[src/hdl/issue_pkg.sv]
////////////////////////////////////////
// Three execution units, fixed order in every unit mask
////////////////////////////////////////

package issue_pkg;

    ////////////////////////////////////////
    // Execution units

    // Bit position of each unit in a unit mask
    typedef enum logic [1:0] {
        unit_alu    = 2'd0,
        unit_ls     = 2'd1,
        unit_branch = 2'd2
    } unit_e;

    localparam int num_units = 3;

    // One bit per unit, indexed by unit_e
    typedef logic [num_units-1:0] unit_mask_t;

    ////////////////////////////////////////
    // ALU operand selects

    // First ALU operand
    typedef enum logic [1:0] {
        src1_rf   = 2'd0,
        src1_pc   = 2'd1,
        src1_zero = 2'd2
    } alu_src1_e;

    // Second ALU operand
    typedef enum logic [1:0] {
        src2_rf    = 2'd0,
        src2_imm_i = 2'd1,
        src2_imm_u = 2'd2,
        src2_four  = 2'd3
    } alu_src2_e;

    // Architectural register address, x0 to x31
    typedef logic [4:0] reg_addr_t;

endpackage

[src/hdl/riscv_isa_pkg.sv]
////////////////////////////////////////
// RV32I base encodings only, no M, A or system opcodes
////////////////////////////////////////

package riscv_isa_pkg;

    // One machine word
    localparam int xlen = 32;

    ////////////////////////////////////////
    // Major opcodes
    typedef enum logic [6:0] {
        LUI    = 7'b0110111,
        AUIPC  = 7'b0010111,
        JAL    = 7'b1101111,
        JALR   = 7'b1100111,
        BRANCH = 7'b1100011,
        LOAD   = 7'b0000011,
        STORE  = 7'b0100011,
        OP_IMM = 7'b0010011,
        OP     = 7'b0110011
    } opcode_t;

    // Unsigned branch compares
    localparam logic [2:0] fn3_bltu = 3'b110;
    localparam logic [2:0] fn3_bgeu = 3'b111;

    ////////////////////////////////////////
    // Instruction word views

    // I format, also used for rd and the load offset
    typedef struct packed {
        logic [11:0] imm_11_0;
        logic [4:0]  rs1;
        logic [2:0]  fn3;
        logic [4:0]  rd;
        opcode_t     opcode;
    } instr_i_t;

    // S format, source of rs2 and the store offset
    typedef struct packed {
        logic [6:0] imm_11_5;
        logic [4:0] rs2;
        logic [4:0] rs1;
        logic [2:0] fn3;
        logic [4:0] imm_4_0;
        opcode_t    opcode;
    } instr_s_t;

    typedef union packed {
        instr_i_t i;
        instr_s_t s;
    } instr_word_u;

endpackage

[src/hdl/decode_if.sv]
////////////////////////////////////////
// Fields are combinational, valid with fb_valid
////////////////////////////////////////

interface decode_if;

    // Raw word, read through its I and S views
    riscv_isa_pkg::instr_word_u instr;

    // One-hot target unit, zero when illegal
    issue_pkg::unit_mask_t unit_req;

    // Register usage
    logic uses_rs1;
    logic uses_rs2;
    logic uses_rd;
    logic rd_zero;

    logic illegal;

    // ALU operand selects
    issue_pkg::alu_src1_e alu_src1;
    issue_pkg::alu_src2_e alu_src2;

    modport decoder (
        output instr, unit_req, uses_rs1, uses_rs2, uses_rd, rd_zero,
        output illegal, alu_src1, alu_src2
    );

    modport reader (
        input instr, unit_req, uses_rs1, uses_rs2, uses_rd, rd_zero,
        input illegal, alu_src1, alu_src2
    );

endinterface

[src/hdl/decode_issue_top.sv]
////////////////////////////////////////
// Zero-cycle decode, register file read is external
////////////////////////////////////////

module decode_issue_top (
    input  logic                           clk,
    input  logic                           rst,

    // Fetch buffer
    input  logic                           fb_valid,
    input  logic [riscv_isa_pkg::xlen-1:0] fb_instruction,
    input  logic [riscv_isa_pkg::xlen-1:0] fb_pc,
    output logic                           fb_pop,

    // Register file read
    output issue_pkg::reg_addr_t           rs1_addr,
    output issue_pkg::reg_addr_t           rs2_addr,
    input  logic [riscv_isa_pkg::xlen-1:0] rs1_data,
    input  logic [riscv_isa_pkg::xlen-1:0] rs2_data,

    // Unit handshake and writeback
    input  issue_pkg::unit_mask_t          unit_ready,
    output issue_pkg::unit_mask_t          unit_issue,
    input  logic                           wb_valid,
    input  issue_pkg::reg_addr_t           wb_rd,
    output logic                           illegal,

    // Unit payloads
    output logic [riscv_isa_pkg::xlen-1:0] alu_in1,
    output logic [riscv_isa_pkg::xlen-1:0] alu_in2,
    output logic [2:0]                     alu_fn3,
    output logic                           alu_sub,
    output logic [riscv_isa_pkg::xlen-1:0] ls_addr,
    output logic [riscv_isa_pkg::xlen-1:0] ls_store_data,
    output logic                           ls_load,
    output logic                           ls_store,
    output logic [2:0]                     ls_fn3,
    output logic [riscv_isa_pkg::xlen-1:0] br_rs1,
    output logic [riscv_isa_pkg::xlen-1:0] br_rs2,
    output logic [2:0]                     br_fn3,
    output logic [riscv_isa_pkg::xlen-1:0] br_pc,
    output logic                           br_signed,
    output logic                           br_jal,
    output logic                           br_jalr
);

    logic                 rs1_conflict;
    logic                 rs2_conflict;
    logic                 set_valid;
    issue_pkg::reg_addr_t set_rd;

    decode_if dec_bus ();

    ////////////////////////////////////////
    // Decode, scoreboard, issue, operands
    instruction_decoder u_instruction_decoder (
        .dec            (dec_bus),
        .fb_instruction (fb_instruction),
        .rs1            (rs1_addr),
        .rs2            (rs2_addr)
    );

    register_scoreboard u_register_scoreboard (
        .clk          (clk),
        .rst          (rst),
        .rs1          (rs1_addr),
        .rs2          (rs2_addr),
        .set_valid    (set_valid),
        .set_rd       (set_rd),
        .wb_valid     (wb_valid),
        .wb_rd        (wb_rd),
        .rs1_conflict (rs1_conflict),
        .rs2_conflict (rs2_conflict)
    );

    issue_control u_issue_control (
        .dec          (dec_bus),
        .fb_valid     (fb_valid),
        .unit_ready   (unit_ready),
        .rs1_conflict (rs1_conflict),
        .rs2_conflict (rs2_conflict),
        .unit_issue   (unit_issue),
        .fb_pop       (fb_pop),
        .illegal      (illegal),
        .set_valid    (set_valid),
        .set_rd       (set_rd)
    );

    unit_operand_builder u_unit_operand_builder (
        .dec           (dec_bus),
        .fb_pc         (fb_pc),
        .rs1_data      (rs1_data),
        .rs2_data      (rs2_data),
        .alu_in1       (alu_in1),
        .alu_in2       (alu_in2),
        .alu_fn3       (alu_fn3),
        .alu_sub       (alu_sub),
        .ls_addr       (ls_addr),
        .ls_store_data (ls_store_data),
        .ls_load       (ls_load),
        .ls_store      (ls_store),
        .ls_fn3        (ls_fn3),
        .br_rs1        (br_rs1),
        .br_rs2        (br_rs2),
        .br_fn3        (br_fn3),
        .br_pc         (br_pc),
        .br_signed     (br_signed),
        .br_jal        (br_jal),
        .br_jalr       (br_jalr)
    );

endmodule

[src/hdl/instruction_decoder.sv]
////////////////////////////////////////
// Purely combinational, OP with bit 25 (M ext) is illegal
////////////////////////////////////////

module instruction_decoder (
    decode_if.decoder                      dec,
    input  logic [riscv_isa_pkg::xlen-1:0] fb_instruction,
    output issue_pkg::reg_addr_t           rs1,
    output issue_pkg::reg_addr_t           rs2
);

    riscv_isa_pkg::instr_word_u word;

    assign word      = fb_instruction;
    assign dec.instr = word;

    // Register file read addresses
    assign rs1 = word.i.rs1;
    assign rs2 = word.s.rs2;

    assign dec.rd_zero = (word.i.rd == 5'd0);

    ////////////////////////////////////////
    // Unit selection and operand usage
    always_comb begin
        dec.unit_req = '0;
        dec.uses_rs1 = 1'b0;
        dec.uses_rs2 = 1'b0;
        dec.uses_rd  = 1'b0;
        dec.illegal  = 1'b0;
        dec.alu_src1 = issue_pkg::src1_rf;
        dec.alu_src2 = issue_pkg::src2_rf;

        case (word.i.opcode)
            riscv_isa_pkg::LUI: begin
                dec.unit_req[issue_pkg::unit_alu] = 1'b1;
                dec.uses_rd  = 1'b1;
                dec.alu_src1 = issue_pkg::src1_zero;
                dec.alu_src2 = issue_pkg::src2_imm_u;
            end
            riscv_isa_pkg::AUIPC: begin
                dec.unit_req[issue_pkg::unit_alu] = 1'b1;
                dec.uses_rd  = 1'b1;
                dec.alu_src1 = issue_pkg::src1_pc;
                dec.alu_src2 = issue_pkg::src2_imm_u;
            end
            riscv_isa_pkg::OP_IMM: begin
                dec.unit_req[issue_pkg::unit_alu] = 1'b1;
                dec.uses_rs1 = 1'b1;
                dec.uses_rd  = 1'b1;
                dec.alu_src2 = issue_pkg::src2_imm_i;
            end
            riscv_isa_pkg::OP: begin
                // Bit 25 marks MUL/DIV, not supported here
                if (word.s.imm_11_5[0]) begin
                    dec.illegal = 1'b1;
                end else begin
                    dec.unit_req[issue_pkg::unit_alu] = 1'b1;
                    dec.uses_rs1 = 1'b1;
                    dec.uses_rs2 = 1'b1;
                    dec.uses_rd  = 1'b1;
                end
            end
            // Link value pc + 4 is formed on the ALU operands
            riscv_isa_pkg::JAL: begin
                dec.unit_req[issue_pkg::unit_branch] = 1'b1;
                dec.uses_rd  = 1'b1;
                dec.alu_src1 = issue_pkg::src1_pc;
                dec.alu_src2 = issue_pkg::src2_four;
            end
            riscv_isa_pkg::JALR: begin
                dec.unit_req[issue_pkg::unit_branch] = 1'b1;
                dec.uses_rs1 = 1'b1;
                dec.uses_rd  = 1'b1;
                dec.alu_src1 = issue_pkg::src1_pc;
                dec.alu_src2 = issue_pkg::src2_four;
            end
            riscv_isa_pkg::BRANCH: begin
                dec.unit_req[issue_pkg::unit_branch] = 1'b1;
                dec.uses_rs1 = 1'b1;
                dec.uses_rs2 = 1'b1;
            end
            riscv_isa_pkg::LOAD: begin
                dec.unit_req[issue_pkg::unit_ls] = 1'b1;
                dec.uses_rs1 = 1'b1;
                dec.uses_rd  = 1'b1;
            end
            riscv_isa_pkg::STORE: begin
                dec.unit_req[issue_pkg::unit_ls] = 1'b1;
                dec.uses_rs1 = 1'b1;
                dec.uses_rs2 = 1'b1;
            end
            default: begin
                dec.illegal = 1'b1;
            end
        endcase
    end

endmodule

[src/hdl/issue_control.sv]
////////////////////////////////////////
// Single issue per cycle, stalls have no timeout
////////////////////////////////////////

module issue_control (
    decode_if.reader              dec,
    input  logic                  fb_valid,
    input  issue_pkg::unit_mask_t unit_ready,
    input  logic                  rs1_conflict,
    input  logic                  rs2_conflict,
    output issue_pkg::unit_mask_t unit_issue,
    output logic                  fb_pop,
    output logic                  illegal,
    output logic                  set_valid,
    output issue_pkg::reg_addr_t  set_rd
);

    logic operand_conflict;
    logic issue_allowed;
    logic issued;

    // Only sources the instruction actually reads can stall it
    assign operand_conflict = (dec.uses_rs1 & rs1_conflict)
                            | (dec.uses_rs2 & rs2_conflict);

    assign issue_allowed = fb_valid & ~dec.illegal & ~operand_conflict;

    ////////////////////////////////////////
    // Issue and pop
    assign unit_issue = {issue_pkg::num_units{issue_allowed}} & dec.unit_req & unit_ready;
    assign issued     = |unit_issue;

    // Illegal words are dropped from the buffer without issue
    assign illegal = fb_valid & dec.illegal;
    assign fb_pop  = issued | illegal;

    // Mark the destination busy once the instruction leaves
    assign set_valid = issued & dec.uses_rd & ~dec.rd_zero;
    assign set_rd    = dec.instr.i.rd;

endmodule

[src/hdl/register_scoreboard.sv]
////////////////////////////////////////
// x0 never busy, set wins over a same-cycle clear
////////////////////////////////////////

module register_scoreboard (
    input  logic                 clk,
    input  logic                 rst,
    input  issue_pkg::reg_addr_t rs1,
    input  issue_pkg::reg_addr_t rs2,
    input  logic                 set_valid,
    input  issue_pkg::reg_addr_t set_rd,
    input  logic                 wb_valid,
    input  issue_pkg::reg_addr_t wb_rd,
    output logic                 rs1_conflict,
    output logic                 rs2_conflict
);

    // One pending-write flag per architectural register
    logic [31:0] busy;

    always_ff @(posedge clk) begin
        if (rst) begin
            busy <= '0;
        end else begin
            if (wb_valid && (wb_rd != 5'd0)) begin
                busy[wb_rd] <= 1'b0;
            end
            // Later assignment, so a new owner overrides the writeback
            if (set_valid && (set_rd != 5'd0)) begin
                busy[set_rd] <= 1'b1;
            end
        end
    end

    ////////////////////////////////////////
    // Source lookups
    assign rs1_conflict = busy[rs1];
    assign rs2_conflict = busy[rs2];

endmodule

[src/hdl/unit_operand_builder.sv]
////////////////////////////////////////
// Outputs are payload, meaningful only in the issue cycle
////////////////////////////////////////

module unit_operand_builder (
    decode_if.reader                       dec,
    input  logic [riscv_isa_pkg::xlen-1:0] fb_pc,
    input  logic [riscv_isa_pkg::xlen-1:0] rs1_data,
    input  logic [riscv_isa_pkg::xlen-1:0] rs2_data,
    output logic [riscv_isa_pkg::xlen-1:0] alu_in1,
    output logic [riscv_isa_pkg::xlen-1:0] alu_in2,
    output logic [2:0]                     alu_fn3,
    output logic                           alu_sub,
    output logic [riscv_isa_pkg::xlen-1:0] ls_addr,
    output logic [riscv_isa_pkg::xlen-1:0] ls_store_data,
    output logic                           ls_load,
    output logic                           ls_store,
    output logic [2:0]                     ls_fn3,
    output logic [riscv_isa_pkg::xlen-1:0] br_rs1,
    output logic [riscv_isa_pkg::xlen-1:0] br_rs2,
    output logic [2:0]                     br_fn3,
    output logic [riscv_isa_pkg::xlen-1:0] br_pc,
    output logic                           br_signed,
    output logic                           br_jal,
    output logic                           br_jalr
);

    riscv_isa_pkg::opcode_t opcode;
    logic [2:0] fn3;
    logic [riscv_isa_pkg::xlen-1:0] imm_i;
    logic [riscv_isa_pkg::xlen-1:0] imm_u;
    logic [11:0] ls_offset;

    assign opcode = dec.instr.i.opcode;
    assign fn3    = dec.instr.i.fn3;

    // Sign-extended I immediate and upper U immediate
    assign imm_i = {{20{dec.instr.i.imm_11_0[11]}}, dec.instr.i.imm_11_0};
    assign imm_u = {dec.instr[31:12], 12'b0};

    ////////////////////////////////////////
    // ALU
    always_comb begin
        case (dec.alu_src1)
            issue_pkg::src1_zero: alu_in1 = '0;
            issue_pkg::src1_pc:   alu_in1 = fb_pc;
            default:              alu_in1 = rs1_data;
        endcase

        case (dec.alu_src2)
            issue_pkg::src2_imm_i: alu_in2 = imm_i;
            issue_pkg::src2_imm_u: alu_in2 = imm_u;
            issue_pkg::src2_four:  alu_in2 = 32'd4;
            default:               alu_in2 = rs2_data;
        endcase
    end

    assign alu_fn3 = fn3;
    // SUB and SRA share bit 30, only OP subtracts
    assign alu_sub = (opcode == riscv_isa_pkg::OP) & dec.instr.s.imm_11_5[5];

    ////////////////////////////////////////
    // Load/store
    assign ls_load  = (opcode == riscv_isa_pkg::LOAD);
    assign ls_store = (opcode == riscv_isa_pkg::STORE);

    assign ls_offset = ls_store ? {dec.instr.s.imm_11_5, dec.instr.s.imm_4_0}
                                : dec.instr.i.imm_11_0;

    assign ls_addr       = rs1_data + {{20{ls_offset[11]}}, ls_offset};
    assign ls_store_data = rs2_data;
    assign ls_fn3        = fn3;

    ////////////////////////////////////////
    // Branch
    assign br_rs1 = rs1_data;
    assign br_rs2 = rs2_data;
    assign br_fn3 = fn3;
    assign br_pc  = fb_pc;

    assign br_signed = !(fn3 inside {riscv_isa_pkg::fn3_bltu, riscv_isa_pkg::fn3_bgeu});

    // JAL has bit 3 set, JALR has bit 2 without bit 3
    assign br_jal  = opcode[3];
    assign br_jalr = ~opcode[3] & opcode[2];

endmodule

[config.mk]
export PLATFORM = sky130hd
export DESIGN_NAME = decode_issue_top
export DESIGN_NICKNAME = d
export VERILOG_FILES = /design/src/hdl/issue_pkg.sv /design/src/hdl/riscv_isa_pkg.sv /design/src/hdl/decode_if.sv /design/src/hdl/decode_issue_top.sv /design/src/hdl/instruction_decoder.sv /design/src/hdl/issue_control.sv /design/src/hdl/register_scoreboard.sv /design/src/hdl/unit_operand_builder.sv
export SDC_FILE = /design/constraint.sdc
export NUM_CORES = 1
export LEC_CHECK = 0
export BUFFER_PORTS_ARGS = -buffer_cell sky130_fd_sc_hd__buf_2
export CORE_AREA = 2 2 152 154
export DETAILED_ROUTE_END_ITERATION = 6
export DIE_AREA = 0 0 154 156
export GPL_TIMING_DRIVEN = 1
export MAX_ROUTING_LAYER = met4
export PLACE_DENSITY = 0.67
export SETUP_SLACK_MARGIN = 0.2
export SLEW_MARGIN = 30
export SYNTH_ARGS = -nofsm -noshare
export SYNTH_HDL_FRONTEND = slang
export SYNTH_HIERARCHICAL = 1
export SYNTH_SLANG_ARGS = --single-unit
[constraint.sdc]
create_clock -name clk -period 6.5 [get_ports clk]
set_clock_uncertainty 0.1 [all_clocks]
set_input_delay 0.975 -clock clk [delete_from_list [all_inputs] [get_ports clk]]
set_output_delay 0.975 -clock clk [all_outputs]
set_load 0.05 [all_outputs]
==> results of run 1 <==
## worst reg2reg max path: cells and delay by family, from the launching register on
kind / cells / cell delay [ns]
flops: 1 / 0.31
simple gates: 6 / 1.46
mux: 1 / 0.21
compound gates: 4 / 0.85
## final cells by class
| type | instances | area share, % |
|---|---|---|
| Inverter | 14 | 0.719 |
| Tap cell | 285 | 4.88 |
| Clock buffer | 6 | 1.90 |
| Multi-Input combinational cell | 601 | 56.2 |
| Timing Repair Buffer | 397 | 27.3 |
| Clock inverter | 2 | 0.206 |
| Antenna cell | 1 | 0.0343 |
| Sequential cell | 32 | 8.77 |
## worst min-delay path by stage
stage	startpoint	endpoint	slack [ns]	cells after the start
3_3_place_gp	u_register_scoreboard/busy[0]	u_register_scoreboard/busy[0]	0.37	1
2_1_floorplan	u_register_scoreboard/busy[0]	u_register_scoreboard/busy[0]	0.36	1
6_report	u_register_scoreboard/busy[0]	u_register_scoreboard/busy[0]	0.39	1
3_5_place_dp	u_register_scoreboard/busy[0]	u_register_scoreboard/busy[0]	0.37	1
5_1_grt	u_register_scoreboard/busy[0]	u_register_scoreboard/busy[0]	0.41	1
4_1_cts	u_register_scoreboard/busy[0]	u_register_scoreboard/busy[0]	0.38	1
## layer usage
layer,GRT usage [%],up-vias,share of wire (%)
li1,-,3282,-
met1,21.2,3181,39
met2,34.9,384,51
met3,2.39,50,6.8
met4,6.41,0,3.7
met5,-,-,0
## power by group through the flow
stage / combinational (uW) / clock (uW) / sequential [uW]
after floorplan: 759 / 0 / 200
final: 922 / 238 / 196
after CTS: 923 / 241 / 196
after detailed placement: 920 / 0 / 200
after global routing: 965 / 251 / 196
after global placement: 920 / 0 / 200
## metrics by stage
step	hold WS [ns]	instance area [um^2]
after floorplan	0.355	6380
after global placement	0.372	7150
after detailed placement	0.373	7150
after CTS	0.385	7300
after global routing	0.408	7310
final	0.386	7310
## cell usage in the layout, fill, tap and decap left out, types with 9 or more instances in the layout
master / synthesis / routed
inv_1: 14 / 14
nand3b_1: 9 / 9
nand2b_1: 16 / 16
a22o_1: 32 / 32
mux2i_1: 64 / 64
nor3_1: 12 / 12
a21o_1: 23 / 23
nor2b_1: 11 / 10
a21oi_1: 73 / 73
nand3_1: 16 / 16
dfxtp_1: 32 / 32
o21ai_0: 65 / 65
buf_2: 2 / 393
nand2_1: 82 / 82
xor2_1: 9 / 9
nor2_1: 41 / 41
xnor2_1: 18 / 18
ha_1: 32 / 31
## logic make-up (layout without fill, tap and decap cells)
kind of cell	Yosys count	after routing	share of synthesized area (%)
fa+ha+maj	33	33	6.59
other cells	0	1	0
simple gates	225	225	17.8
xor+xnor	27	27	3.71
buf+inv	241	419	26.0
compound gates	247	247	24.9
flops	32	32	10.0
mux	69	69	10.9
==> impl_metrics.ini, run 1 <==
[cells_and_area]
nets = 1224
regArea_um2 = 641
multi_input_area_um2 = 4100
top_regs = u_register_scoreboard/busy: 32 flops
stdcell_count = 1338
regMostFlops = u_register_scoreboard/busy
largest_reg_flops = 32
drive_gt1_share_pct = 40.5
fin_util_pct = 32.7
area_growth_pct = 14.5
num-fill-cells = 2421

[grt]
grt_antenna_before_repair = 3
grt_usage_pct = 19.0
grt_max_degree = 37
grt_pass1_vias = 6348
grt_pass1_wl_um = 34800
grt-ovfl-total = 0

[floorplanning]
die_h_um = 156
core-area_um2 = 22400
ios = 394
num_rows = 55
start_util_pct = 28.5
die_area_um2 = 24000
die_w_um = 154

[power]
total_power_uw = 1360
p_int_uw = 576
power.density_nw_per_um2 = 186
p_clk_share_pct = 17.5
comb_power_share_pct = 68.0
p_seq_share_pct = 14.5
p_switching_uw = 779
ir_worst_vdd_mv = 0.174
leakage_uw = 0.00355
sw_frac_of_total_pct = 57.5

[logic_synthesis]
synth_area_leaders = buf_4 22%, dfxtp_1 10%, mux2i_1 10%
yosysMostFrequentCell = buf_4
synth.distinct_cells = 69
synth_nets = 1047
yosysSeqAreaShare_pct = 10.0
yosysWarnings = 6
yosys.area.top_type = buf_4
avgSynthCellArea_um2 = 7.30
netlist_area_um2 = 6380
async_flop_share_pct = 0
netlist.area_leader.share_pct = 21.9
synthFlopType = dfxtp_1
ys_ff_latch = 32
yosys-top-cells-count = 186 x buf_4, 82 x nand2_1, 73 x a21oi_1, 65 x o21ai_0, 64 x mux2i_1
netlist_instances = 874
synth_edf_count = 0

[clock_network]
postCtsHoldBufs = 0
clockBufferDepth = 2
htreeDepth = 2
cts_sinks = 32
cts_resized = 0
cts_setup_buffers = 0
numCtsBuffers = 5
clock_latency_ns = 0.28
cts_tree = built
clk_pin_slew_ns = 0.05
root_buffer = clkbuf_16

[timing]
setup_slack_ns = 0.689
setup_viol = 0
tightestPinTransition_ns = 0.800
drv_slew = 0
rsz0062_at_grt = false
max_freq_mhz = 172
relSlewSlack_pct = 46.5
tns_ns = 0
hold_violations = 0
period_needed_ns = 5.81
fin_crit_sh_pct = 89.4

[worst_setup_path]
endpoint = ls_addr[28]
cp_top_family = simple AND/OR/NAND/NOR gates
cp.required_ns = 5.42
criticalPathCategory = input pin to primary output
worstSetupPathDepth = 16
startpoint = fb_instruction[3]
critPathMaxFanout = 7
reg2reg_slack_ns = 3.49
crit_buf_inv = 3
start_kind = input pin
endpoint_kind = primary output
max_stage_delay_ns = 0.59
reg2reg_to = u_register_scoreboard/busy[2]
crit_chain = buf_2, or4_1, nor2_1, nand2_1, mux2_2, ha_1, inv_1, fa_1, nand2b_1, a21oi_1, o22ai_2, a21oi_2, or2_1, a21oi_1, o211ai_2, buf_2
crit_arrival_ns = 4.74
rr_startpoint = u_register_scoreboard/busy[18]
r2r_cells = 11
cp_slowest_cell = or4_1

[min_path]
hold_class = flip-flop to flip-flop

[placement]
gp_congestion = 1.00
post-place-cells = 1329
pre_cts_ws_ns = 0.701
dp_hpwl_um = 19900
numPortBuffers = 393

[run_status]
violations = DRC
status = finished, violations left

[flow_run]
maxCapViolCount = 0

[route]
first_pass_iters = 7
drc_errors = 1
wl_um = 23900
drtIter0Drc = 455
num_vias = 6897
post_drt_via_cell_ratio = 5.15
ant_nets = 0
routedWlPerCell_um = 17.9
(Power assumes the default switching activity.)
==> run 2, diff against run 1 <==
- HOLD_SLACK_MARGIN: not set -> 0.03
- REMOVE_ABC_BUFFERS: not set -> 1
==> run 2 against run 1 <==
Effect of this change:
- the run now ends clean
- sequential cell count unchanged
- critical path type unchanged
- non-clock buffer count up 1
- die area unchanged
- final cell count up 0.15%
- routed wire length up 5.1%
- clock-buffer cell count up 2
==> impl_metrics.ini, run 2 (same netlist as run 1, synthesis figures left out) <==
[worst_setup_path]
reg2reg_slack_ns = 3.45
r2r_cells = 11
start_kind = input pin
cp.required_ns = 5.42
crit_arrival_ns = 4.59
endpoint_kind = primary output
criticalPathCategory = input pin to primary output
critPathMaxFanout = 7
startpoint = fb_instruction[3]
rr_startpoint = u_register_scoreboard/busy[19]

[placement]
dp_hpwl_um = 20700
gp_congestion = 0.906
dpl_cell_area_um2 = 7150
numPortBuffers = 393
pre_cts_ws_ns = 0.822

[floorplanning]
core-area_um2 = 22400
die_h_um = 156
die_w_um = 154
die_area_um2 = 24000
ios = 394
num_rows = 55
start_util_pct = 28.5

[timing]
setup_viol = 0
setup_slack_ns = 0.832
fin_crit_sh_pct = 87.2
relSlewSlack_pct = 42.1
drv_slew = 0
tns_ns = 0
rsz0062_at_grt = false
period_needed_ns = 5.67
hold_violations = 0
tightestPinTransition_ns = 0.867
max_freq_mhz = 176

[clock_network]
cts_resized = 0
postCtsHoldBufs = 0
cts_setup_buffers = 0
clk_pin_slew_ns = 0.05
numCtsBuffers = 5
clock_latency_ns = 0.28
root_buffer = clkbuf_16
htreeDepth = 2
clockBufferDepth = 2
cts_sinks = 32
cts_tree = built

[cells_and_area]
drive_gt1_share_pct = 40.3
nets = 1225
largest_reg_flops = 32
final_area_um2 = 7310
most-common-layout-cells = 393 x buf_2, 82 x nand2_1, 73 x a21oi_1, 65 x o21ai_0, 64 x mux2i_1
top_regs = u_register_scoreboard/busy: 32 flops
num-fill-cells = 2440
final_common_cell = buf_2
fin_util_pct = 32.7
regMostFlops = u_register_scoreboard/busy
area_growth_pct = 14.5

[power]
total_power_uw = 1360
power.density_nw_per_um2 = 185
ir_worst_vdd_mv = 0.0895
leakage_uw = 0.00356

[grt]
grt_pass1_wl_um = 36600
grt_antenna_before_repair = 2
grt_max_degree = 34
grt_pass1_vias = 6248
grt_usage_pct = 20.0
grt-ovfl-total = 0

[route]
met2_wirelength_um = 11700
route.top_layer_used = met4
ant_nets = 0
post_drt_via_cell_ratio = 5.26
wl_um = 25100
drtIter0Drc = 605
routedWlPerCell_um = 18.7
dr_wl_met3_um = 2220
first_pass_iters = 6
m1WireLength_um = 10500
drc_errors = 0
num_vias = 7052

[flow_run]
maxCapViolCount = 0

[min_path]
hold_start = u_register_scoreboard/busy[0]
hold_class = flip-flop to flip-flop
hold_path_depth = 1

[run_status]
status = finished clean
run 2: critical path: stages:
cell and delay, ns:
buf_2 0.13, or4_1 0.57, nor2_1 0.11, nand2_1 0.20, mux2_2 0.30, ha_1 0.18
inv_1 0.06, fa_1 0.39, nand2b_1 0.18, a21oi_1 0.26, o22ai_2 0.15, a21oi_2 0.15
or2_1 0.30, a21oi_1 0.17, o211ai_2 0.19, buf_2 0.28
run 2: area by class of cell:
class,instances,area [um^2],area share [%]
diodes,2,5.00,0.0685
multi-input cells,601,4100,56.1
repair buffers,398,2000,27.4
clock buffers,8,146,2.00
inverters,14,52.6,0.719
well taps,285,357,4.88
flip-flops and latches,32,641,8.77
run 2: metal layers:
| layer | track usage, % | vias up |
|---|---|---|
| met5 | - | - |
| li1 | - | 3294 |
| met2 | 32.8 | 419 |
| met4 | 5.16 | 0 |
| met3 | 3.31 | 40 |
| met1 | 25.5 | 3299 |
run 2: final timing paths:
| check | end |
|---|---|
| worst max-delay path | ls_addr[28] |
| worst min register to register | u_register_scoreboard/busy[0] |
| worst max register to register | u_register_scoreboard/busy[3] |
| worst min-delay path | u_register_scoreboard/busy[0] |
run 2: power by group:
part	internal [uW]	total [uW]	leakage [uW]	switching, uW
clock	153	235	0.0000712	82.6
sequential	196	196	0.000258	0.000573
combinational	228	924	0.00323	695
run 2: stage by stage:
stage | hold slack, ns | instances
floorplan | 0.355 | 647
global placement | 0.371 | 1330
detailed placement | 0.378 | 1330
CTS | 0.384 | 1338
global route | 0.404 | 1340
finish | 0.389 | 1340
